--- src/design/mcu_link_pkg.sv ---
package mcu_link_pkg;

    // Command, reply and host data word width
    localparam int word_w = 16;

    // Wishbone word address width
    localparam int addr_w = 2;

    // Host register map

    // Write only register that loads the command and raises the MCU interrupt
    localparam logic [addr_w-1:0] reg_cmd = 2'd0;

    // Read only copy of the last reply written by the MCU
    localparam logic [addr_w-1:0] reg_reply = 2'd1;

    // Read only status flags
    localparam logic [addr_w-1:0] reg_status = 2'd2;

    // Status word bit positions

    // Interrupt still pending at the MCU
    localparam int st_irq_bit = 0;

    // Both reply bytes written since the last command or reply read
    localparam int st_reply_bit = 1;

    // MCU took too long to service the interrupt
    localparam int st_tmo_bit = 2;

endpackage
--- src/design/mcu_link_top.sv ---
`timescale 1ns/1ns

module mcu_link_top import mcu_link_pkg::*; #(
    parameter int TIMEOUT_CYCLES = 64
) (
    input  logic              clk24,
    input  logic              rst24,
    // Host Wishbone classic
    input  logic              wb_cyc,
    input  logic              wb_stb,
    input  logic              wb_we,
    input  logic [addr_w-1:0] wb_adr,
    input  logic [word_w-1:0] wb_dat_w,
    output logic [word_w-1:0] wb_dat_r,
    output logic              wb_ack,
    // MCU ports
    input  logic [7:0]        mcu_p0o,
    input  logic [7:0]        mcu_p2o,
    output logic [7:0]        mcu_p0i,
    output logic              mcu_intn
);

    logic              cmd_we;
    logic [word_w-1:0] cmd_data;
    logic              reply_rd;
    logic              irq_pending;
    logic              timeout;
    logic              reply_valid;
    logic [word_w-1:0] reply_word;

    mcu_bus_fsm u_bus_fsm (
        .clk24       ( clk24       ),
        .rst24       ( rst24       ),
        .wb_cyc      ( wb_cyc      ),
        .wb_stb      ( wb_stb      ),
        .wb_we       ( wb_we       ),
        .wb_adr      ( wb_adr      ),
        .wb_dat_w    ( wb_dat_w    ),
        .wb_dat_r    ( wb_dat_r    ),
        .wb_ack      ( wb_ack      ),
        .irq_pending ( irq_pending ),
        .timeout     ( timeout     ),
        .reply_valid ( reply_valid ),
        .reply_word  ( reply_word  ),
        .cmd_we      ( cmd_we      ),
        .cmd_data    ( cmd_data    ),
        .reply_rd    ( reply_rd    )
    );

    mcu_irq_timer #(
        .TIMEOUT_CYCLES ( TIMEOUT_CYCLES )
    ) u_irq_timer (
        .clk24       ( clk24       ),
        .rst24       ( rst24       ),
        .cmd_we      ( cmd_we      ),
        .mcu_p2o     ( mcu_p2o     ),
        .mcu_intn    ( mcu_intn    ),
        .irq_pending ( irq_pending ),
        .timeout     ( timeout     )
    );

    mcu_port_latch u_port_latch (
        .clk24       ( clk24       ),
        .rst24       ( rst24       ),
        .cmd_we      ( cmd_we      ),
        .cmd_data    ( cmd_data    ),
        .reply_rd    ( reply_rd    ),
        .mcu_p2o     ( mcu_p2o     ),
        .mcu_p0o     ( mcu_p0o     ),
        .mcu_p0i     ( mcu_p0i     ),
        .reply_word  ( reply_word  ),
        .reply_valid ( reply_valid )
    );

endmodule

--- src/design/mcu_port_latch.sv ---
`timescale 1ns/1ns

module mcu_port_latch import mcu_link_pkg::*; (
    input  logic              clk24,
    input  logic              rst24,
    // From the bus side
    input  logic              cmd_we,
    input  logic [word_w-1:0] cmd_data,
    input  logic              reply_rd,
    // MCU ports
    input  logic [7:0]        mcu_p2o,
    input  logic [7:0]        mcu_p0o,
    output logic [7:0]        mcu_p0i,
    // To the bus side
    output logic [word_w-1:0] reply_word,
    output logic              reply_valid
);

    logic [word_w-1:0] cmd_reg;
    logic              rd_hi;
    logic              rd_lo;
    logic              wr_lo;
    logic              wr_hi;

    // Port 2 strobes are all active low
    assign rd_hi = !mcu_p2o[4];
    assign rd_lo = !mcu_p2o[5];
    assign wr_lo = !mcu_p2o[6];
    assign wr_hi = !mcu_p2o[7];

    always_ff @(posedge clk24 or posedge rst24) begin
        if (rst24) begin
            cmd_reg <= '0;
            mcu_p0i <= '0;
        end else begin
            if (cmd_we) begin
                cmd_reg <= cmd_data;
            end
            // Low byte wins if both read strobes are low
            if (rd_lo) begin
                mcu_p0i <= cmd_reg[7:0];
            end else if (rd_hi) begin
                mcu_p0i <= cmd_reg[word_w-1 -: 8];
            end
        end
    end

    always_ff @(posedge clk24 or posedge rst24) begin
        if (rst24) begin
            reply_word <= '0;
        end else begin
            if (wr_hi) begin
                reply_word[word_w-1 -: 8] <= mcu_p0o;
            end
            if (wr_lo) begin
                reply_word[7:0] <= mcu_p0o;
            end
        end
    end

    // Low byte is written last, so it completes the reply
    always_ff @(posedge clk24 or posedge rst24) begin
        if (rst24) begin
            reply_valid <= 1'b0;
        end else if (wr_lo) begin
            reply_valid <= 1'b1;
        end else if (reply_rd || cmd_we) begin
            reply_valid <= 1'b0;
        end
    end

endmodule

--- src/design/mcu_irq_timer.sv ---
`timescale 1ns/1ns

module mcu_irq_timer #(
    parameter int TIMEOUT_CYCLES = 64
) (
    input  logic       clk24,
    input  logic       rst24,
    input  logic       cmd_we,
    input  logic [7:0] mcu_p2o,
    output logic       mcu_intn,
    output logic       irq_pending,
    output logic       timeout
);

    localparam int cnt_w = $clog2(TIMEOUT_CYCLES + 1);
    localparam logic [cnt_w-1:0] cnt_max  = cnt_w'(TIMEOUT_CYCLES);
    localparam logic [cnt_w-1:0] cnt_last = cnt_w'(TIMEOUT_CYCLES - 1);

    logic             irq_flag;
    logic             irq_clr;
    logic [cnt_w-1:0] cnt;

    // Port 2 bit 3 low is the MCU acknowledge
    assign irq_clr = !mcu_p2o[3];

    assign irq_pending = irq_flag;
    assign mcu_intn    = !irq_flag;

    always_ff @(posedge clk24 or posedge rst24) begin
        if (rst24) begin
            irq_flag <= 1'b0;
        end else if (irq_clr) begin
            // MCU acknowledge beats a simultaneous new command
            irq_flag <= 1'b0;
        end else if (cmd_we) begin
            irq_flag <= 1'b1;
        end
    end

    // Counts cycles since mcu_intn fell and holds at the limit
    always_ff @(posedge clk24 or posedge rst24) begin
        if (rst24) begin
            cnt <= '0;
        end else if (cmd_we || !irq_flag) begin
            cnt <= '0;
        end else if (cnt != cnt_max) begin
            cnt <= cnt + 1'b1;
        end
    end

    // Sticky until the host sends the next command
    always_ff @(posedge clk24 or posedge rst24) begin
        if (rst24) begin
            timeout <= 1'b0;
        end else if (cmd_we) begin
            timeout <= 1'b0;
        end else if (irq_flag && cnt == cnt_last) begin
            timeout <= 1'b1;
        end
    end

endmodule

--- src/design/mcu_bus_fsm.sv ---
`timescale 1ns/1ns

module mcu_bus_fsm import mcu_link_pkg::*; (
    input  logic              clk24,
    input  logic              rst24,
    // Wishbone classic slave
    input  logic              wb_cyc,
    input  logic              wb_stb,
    input  logic              wb_we,
    input  logic [addr_w-1:0] wb_adr,
    input  logic [word_w-1:0] wb_dat_w,
    output logic [word_w-1:0] wb_dat_r,
    output logic              wb_ack,
    // Flags and reply from the MCU side
    input  logic              irq_pending,
    input  logic              timeout,
    input  logic              reply_valid,
    input  logic [word_w-1:0] reply_word,
    // Strobes to the MCU side
    output logic              cmd_we,
    output logic [word_w-1:0] cmd_data,
    output logic              reply_rd
);

    typedef enum logic [1:0] {
        st_idle,
        st_ack,
        st_wait
    } state_t;

    state_t            state;
    logic              accept;
    logic              sel_cmd;
    logic              sel_reply;
    logic              sel_status;
    logic [word_w-1:0] status_word;
    logic [word_w-1:0] rd_mux;

    // New cycle only taken from idle
    assign accept = (state == st_idle) && wb_cyc && wb_stb;

    // Address decode shared by the strobes and the read mux
    assign sel_cmd    = (wb_adr == reg_cmd);
    assign sel_reply  = (wb_adr == reg_reply);
    assign sel_status = (wb_adr == reg_status);

    always_comb begin
        status_word               = '0;
        status_word[st_irq_bit]   = irq_pending;
        status_word[st_reply_bit] = reply_valid;
        status_word[st_tmo_bit]   = timeout;
    end

    // Unmapped and write-only addresses read as zero
    always_comb begin
        if (sel_reply) begin
            rd_mux = reply_word;
        end else if (sel_status) begin
            rd_mux = status_word;
        end else begin
            rd_mux = '0;
        end
    end

    always_ff @(posedge clk24 or posedge rst24) begin
        if (rst24) begin
            state    <= st_idle;
            wb_ack   <= 1'b0;
            cmd_we   <= 1'b0;
            reply_rd <= 1'b0;
        end else begin
            wb_ack   <= accept;
            cmd_we   <= accept && wb_we && sel_cmd;
            reply_rd <= accept && !wb_we && sel_reply;
            case (state)
                st_idle: begin
                    if (accept) begin
                        state <= st_ack;
                    end
                end
                st_ack: begin
                    state <= st_wait;
                end
                // Host must drop stb before the next cycle
                st_wait: begin
                    if (!wb_stb) begin
                        state <= st_idle;
                    end
                end
                default: state <= st_idle;
            endcase
        end
    end

    // Data captured at accept and valid while ack is high
    always_ff @(posedge clk24) begin
        if (accept) begin
            if (wb_we) begin
                cmd_data <= wb_dat_w;
            end else begin
                wb_dat_r <= rd_mux;
            end
        end
    end

endmodule

--- config.mk ---
export PLATFORM = sky130hd
export DESIGN_NAME = mcu_link_top
export DESIGN_NICKNAME = d
export VERILOG_FILES = /design/src/design/mcu_link_pkg.sv /design/src/design/mcu_link_top.sv /design/src/design/mcu_port_latch.sv /design/src/design/mcu_irq_timer.sv /design/src/design/mcu_bus_fsm.sv
export SDC_FILE = /design/constraint.sdc
export NUM_CORES = 1
export LEC_CHECK = 0
export BUFFER_PORTS_ARGS = -buffer_cell sky130_fd_sc_hd__buf_2
export CAP_MARGIN = 20
export CORE_MARGIN = 4
export CORE_UTILIZATION = 58
export DETAILED_ROUTE_END_ITERATION = 8
export GPL_TIMING_DRIVEN = 1
export PLACE_DENSITY = 0.93
export SLEW_MARGIN = 20
export SYNTH_ARGS = -nofsm -noshare
export SYNTH_HDL_FRONTEND = slang
export SYNTH_SLANG_ARGS = --single-unit
--- constraint.sdc ---
create_clock -name clk24 -period 3 [get_ports clk24]
set_input_delay 0.6 -clock clk24 [delete_from_list [all_inputs] [get_ports clk24]]
set_output_delay 0.6 -clock clk24 [all_outputs]
set_load 0.02 [all_outputs]
# Word level (Yosys, flattened, before mapping)
# Index checks and enable logic that the tools add are counted.
# word_totals
ff_bits	87
input_bits	39
out_inout_bits	26
word_cells	60
# classes
n_addsub	1
n_eq_ne	11
n_mux	15
bitwise_logic	1
reduce_logical	18
# op_table
op	n
2-to-1 mux 16 bit	1
2-to-1 mux 8 bit	2
2-to-1 mux 7 bit	2
adder 7 x 1 -> 7 bit, second input constant	1
equality test 7 x 6 -> 1 bit, second input constant	1
logical AND 1 bit	7
inequality test 7 bit, second input constant	1
2-to-1 mux 1 bit	6
inequality test 2 x 1 -> 1 bit, second input constant	3
case mux 2 bit (3 select lines)	1
AND reduction 2 bit	3
equality test 2 x 1 -> 1 bit, second input constant	2
equality test 2 bit, second input constant	2
zero test 2 bit	2
2-to-1 mux 2 bit	2
inequality test 2 bit, second input constant	2
nonzero test 2 bit	2
2-to-1 mux 3 bit	1
zero test 1 bit	2
logical OR 1 bit	2
NOT 1 bit	1

# Logic depth before layout (Yosys ltp)
# logic_depth
word_depth	5
mapped_depth	5
depth_no_buf	5

# Modules after synthesis
# A second synthesis with hierarchy kept.
# hier_totals
hier_cells	217
area_unflattened_um2	3422.0
# modules_own_cells
mod	n_inst	cells_per_inst	area_per_inst_um2	seq_area_each_um2
mcu_port_latch	1	107	1646.6	1026.0
mcu_bus_fsm	1	66	1297.5	1086.0
mcu_irq_timer	1	44	478.0	225.2

# Worst setup path after synthesis
# OpenSTA, ideal clock, no wires.
# synth_timing
path_type	input to register
from	input wb_stb
to	register u_bus_fsm.wb_dat_r[0], enable pin
setup_time_ps	389
t_arrival_ps	1453
required_ps	2611
path_slack_ps	1158
cell_stages	2
n_path_buf	0
path_cell_list	nand3_1 -> nor2_1
# synth_via
elab_chain_len	2
# synth_lines
element	line	text
start: declaration	mcu_link_top.sv:10	input logic wb_stb,
logical AND 1 bit	mcu_bus_fsm.sv:40	assign accept = (state == st_idle) && wb_cyc && wb_stb;
AND reduction 2 bit (no line)	n/a	
end signal: assignment	mcu_bus_fsm.sv:101	wb_dat_r <= rd_mux;
end: declaration	mcu_bus_fsm.sv:12	output logic [word_w-1:0] wb_dat_r,
# Every way passes these cells.
# A chain may end at the register's enable or synchronous reset.

# Worst setup path in the final report
# layout_timing
from	register u_bus_fsm.cmd_we
to	register u_irq_timer.cnt[6]
# layout_via
elab_chain_len	2
word_cells_on_any_way	3
classes_between	mux (1); reduce/logical (2)
# layout_lines
element	line	text
start: declaration	mcu_bus_fsm.sv:20	output logic cmd_we,
start signal: assignment	mcu_bus_fsm.sv:73	cmd_we <= accept && wb_we && sel_cmd;
logical OR 1 bit *	mcu_irq_timer.sv:44	end else if (cmd_we || !irq_flag) begin
2-to-1 mux 7 bit or nonzero test 2 bit (tied branches)	n/a	
end signal: assignment	mcu_irq_timer.sv:47	cnt <= cnt + 1'b1;
end: declaration	mcu_irq_timer.sv:21	logic [cnt_w-1:0] cnt;
# Mark *: on every way between the ends. The rest lies on a longest branch, timed or not.

==> impl_metrics.env <==
export IMPL_drtIter0Drc=109
export IMPL_numClockSinks=87
export IMPL_worstReg2RegStart="u_bus_fsm.cmd_we"
export IMPL_syn_nets=259
export IMPL_grt_util_all_layers_pct=18.9
export IMPL_grt_pass1_wl_um=10300
export IMPL_ff2ff_path_depth=3
export IMPL_post_cts_setup_buffer_count=0
export IMPL_synth_fa_ha_area_share_pct=0.756
export IMPL_cp_end_kind="register"
export IMPL_synthCells=218
export IMPL_finalHoldViolations=0
export IMPL_initial_utilization_pct=60.1
export IMPL_worst_path_largest_cell_delay_ns=0.71
export IMPL_clk_pin_slew_ns=0.08
export IMPL_synth_simple_gate_area_share_pct=8.13
export IMPL_use_met3_pct=5.13
export IMPL_htree_levels=3
export IMPL_fill_cells=350
export IMPL_synth_top_area_share_pct=41.6
export IMPL_worstPathCellList="nand2b_2, or4_4, nand2_1"
export IMPL_critical_path_class="register to register"
export IMPL_p_int_mw=2.09
export IMPL_nets=326
export IMPL_cts_root_buf="clkbuf_8"
export IMPL_switchingPower_mw=0.601
export IMPL_pin_count=65
export IMPL_ys_warn_count=0
export IMPL_synth_seq_area_share_pct=70.7
export IMPL_coreArea_mm2=0.00551
export IMPL_fmax_ghz=0.552
export IMPL_synth_compound_area_share_pct=3.48
export IMPL_antenna_cells=0
export IMPL_globalRouteMet2Util_pct=33.2
export IMPL_synthMuxAreaShare_pct=14.2
export IMPL_worstPathRequired_ns=3.29
export IMPL_place_gp_congestion=0.729
export IMPL_use_met1_pct=21.9
export IMPL_cts_tree="yes"
export IMPL_r2r_end="u_irq_timer.cnt[6]"
export IMPL_clock_skew_ns=0.00438
export IMPL_grt_antenna_before_repair=0
export IMPL_wirelength_um=5930
export IMPL_cts_hold_buf=0
export IMPL_startpoint_type="register"
export IMPL_dieHeight_um=83.5
export IMPL_cpMaxStageDelayCell="dfrtp_1"
export IMPL_reg2reg_slack_ns=1.19
export IMPL_synth_area_top_cells="dfrtp_1, edfxtp_1, mux2_2"
export IMPL_die_w_um=83.5
export IMPL_cts_buffers=9
export IMPL_synth_edf_count=32
export IMPL_cts_buffer_depth=2
export IMPL_maxCapViolations=0
export IMPL_min_period_over_period_pct=60.4
export IMPL_sw_frac_of_total_pct=22.3
export IMPL_maxSlewViolCount=0
export IMPL_synth_top_family_by_area="multiplexers"
export IMPL_synth_xor_area_share_pct=0.794
export IMPL_drc=0
export IMPL_syn_area_per_cell_um2=15.2
export IMPL_p_per_area_mw_per_mm2=682
export IMPL_hpwl_um=3990
export IMPL_wl_per_cell_um=16.4
export IMPL_ys_ff_latch=87
export IMPL_power_leakage_nw=1.75
export IMPL_setup_violations=0
export IMPL_drt_pass1_iterations=4
export IMPL_tightest_slew_ns=0.870
export IMPL_ant_nets=0
export IMPL_ys_types=30
export IMPL_tns_ns=0
export IMPL_dieArea_mm2=0.00698
export IMPL_num_vias=1919
export IMPL_grt_pass1_vias=2124
export IMPL_slew_headroom_pct=42.0
export IMPL_via_per_inst=5.30
export IMPL_worstSkewPairLatency_ns=0.35
export IMPL_syn_to_final_growth_pct=19.3
export IMPL_synthTopCellsByCount="dfrtp_1, edfxtp_1, mux2_2, and2_1, nor2_1"
export IMPL_ctsResizeCount=0
export IMPL_grt_ovfl_total=0
export IMPL_worstPathArrival_ns=2.10
export IMPL_seqPwrFrac_pct=52.8
export IMPL_drive_gt1_share_pct=40.7
export IMPL_outcome="finished clean"
export IMPL_vdd_drop_max_v=0.000490
export IMPL_cp_max_fo=21
export IMPL_pwr_share_comb_pct=10.3
export IMPL_synth_main_ff_cell="dfrtp_1"
export IMPL_syn_area_mm2=0.00331
export IMPL_fin_crit_ns=1.81
export IMPL_async_reset_ff_share_pct=63.2
export IMPL_stdcell_count=362
export IMPL_portBuffers=61
export IMPL_post_place_cells=346
export IMPL_core_rowCount=27
export IMPL_rsz0062_at_grt="no"
export IMPL_synthMostInstantiatedCell="dfrtp_1"
export IMPL_clkPwrFrac_pct=36.9
export IMPL_netlist_top_cell_by_area="dfrtp_1"
export IMPL_totalPowerFinal_mw=2.69
export IMPL_grt_max_degree=27
export IMPL_busiest_layer="met2"
export IMPL_hold_class="primary input to asynchronous set/reset pin"
how the worst max path moves through the flow:
stage | from | endpoint | slack [ns] | cells past startpoint
5_1_grt | u_bus_fsm.state[0] | u_bus_fsm.cmd_we | 1.08 | 5
3_3_place_gp | wb_stb | u_bus_fsm.cmd_data[12] | 1.06 | 4
3_5_place_dp | wb_stb | u_bus_fsm.cmd_data[12] | 1.03 | 4
2_1_floorplan | rst24 | u_bus_fsm.cmd_we | 1.06 | 1
6_report | u_bus_fsm.cmd_we | u_irq_timer.cnt[6] | 1.19 | 3
4_1_cts | u_bus_fsm.cmd_we | u_irq_timer.cnt[6] | 1.19 | 3
kinds of logic after synthesis:
| logic type | after synthesis |
|---|---|
| multiplexers | 43 |
| XOR/XNOR | 3 |
| AND/OR/NAND/NOR | 49 |
| flip-flops | 87 |
| AO/OA/AOI/OAI | 18 |
| adder cells (fa/ha/maj) | 2 |
| buffers and inverters | 16 |
stage by stage:
stage	setup WS, ns	hold slack (ns)	instance area [µm²]	util, %
floorplan	1.06	0.399	3310	-
global placement	1.06	0.404	3690	67.0
detailed placement	1.03	0.409	3690	67.0
CTS	1.19	0.0984	3950	71.7
global route	1.08	0.103	3950	71.7
finish	1.19	0.111	3950	71.7
area by class of cell:
class                   instances  area, µm²  share of cell area [%]
inverters                       8       30.0                   0.761
multi-input cells             115        906                    23.0
clock buffers                  11        151                    3.84
well taps                      72       90.1                    2.28
clock inverters                 5        104                    2.63
flip-flops and latches         87       2340                    59.2
repair buffers                 64        328                    8.31
critical path, delay by kind of cell, from the launching register on:
family / cells / cell delay (ns)
DFF: 1 / 0.71
and+or+nand+nor: 3 / 1.04
power by group through the flow:
stage | sequential [mW] | combinational [mW] | clock [mW]
after floorplan | 1.46 | 0.154 | 0
after global placement | 1.44 | 0.266 | 0
after detailed placement | 1.45 | 0.279 | 0
after CTS | 1.42 | 0.282 | 1.00
after global routing | 1.44 | 0.305 | 1.06
final | 1.42 | 0.276 | 0.993
layer usage:
metal / routed length, µm / vias to the layer above
li1: - / 900
met1: 2340 / 960
met2: 3200 / 46
met3: 252 / 13
met4: 129 / 0
met5: 0 / -
placed cells by master, fill, tap and decap left out, types with 3 or more instances in the layout:
master,instances
buf_2,61
dfrtp_1,55
mux2_2,32
edfxtp_1,32
and2_1,14
nor2_1,12
mux2i_1,11
clkbuf_8,11
a21oi_1,9
nand2_1,9
inv_1,6
nand3_1,4
nor2b_1,3
a22o_1,3
bufinv_16,3
buf_4,3
Power figures use the tool's default switching activity.
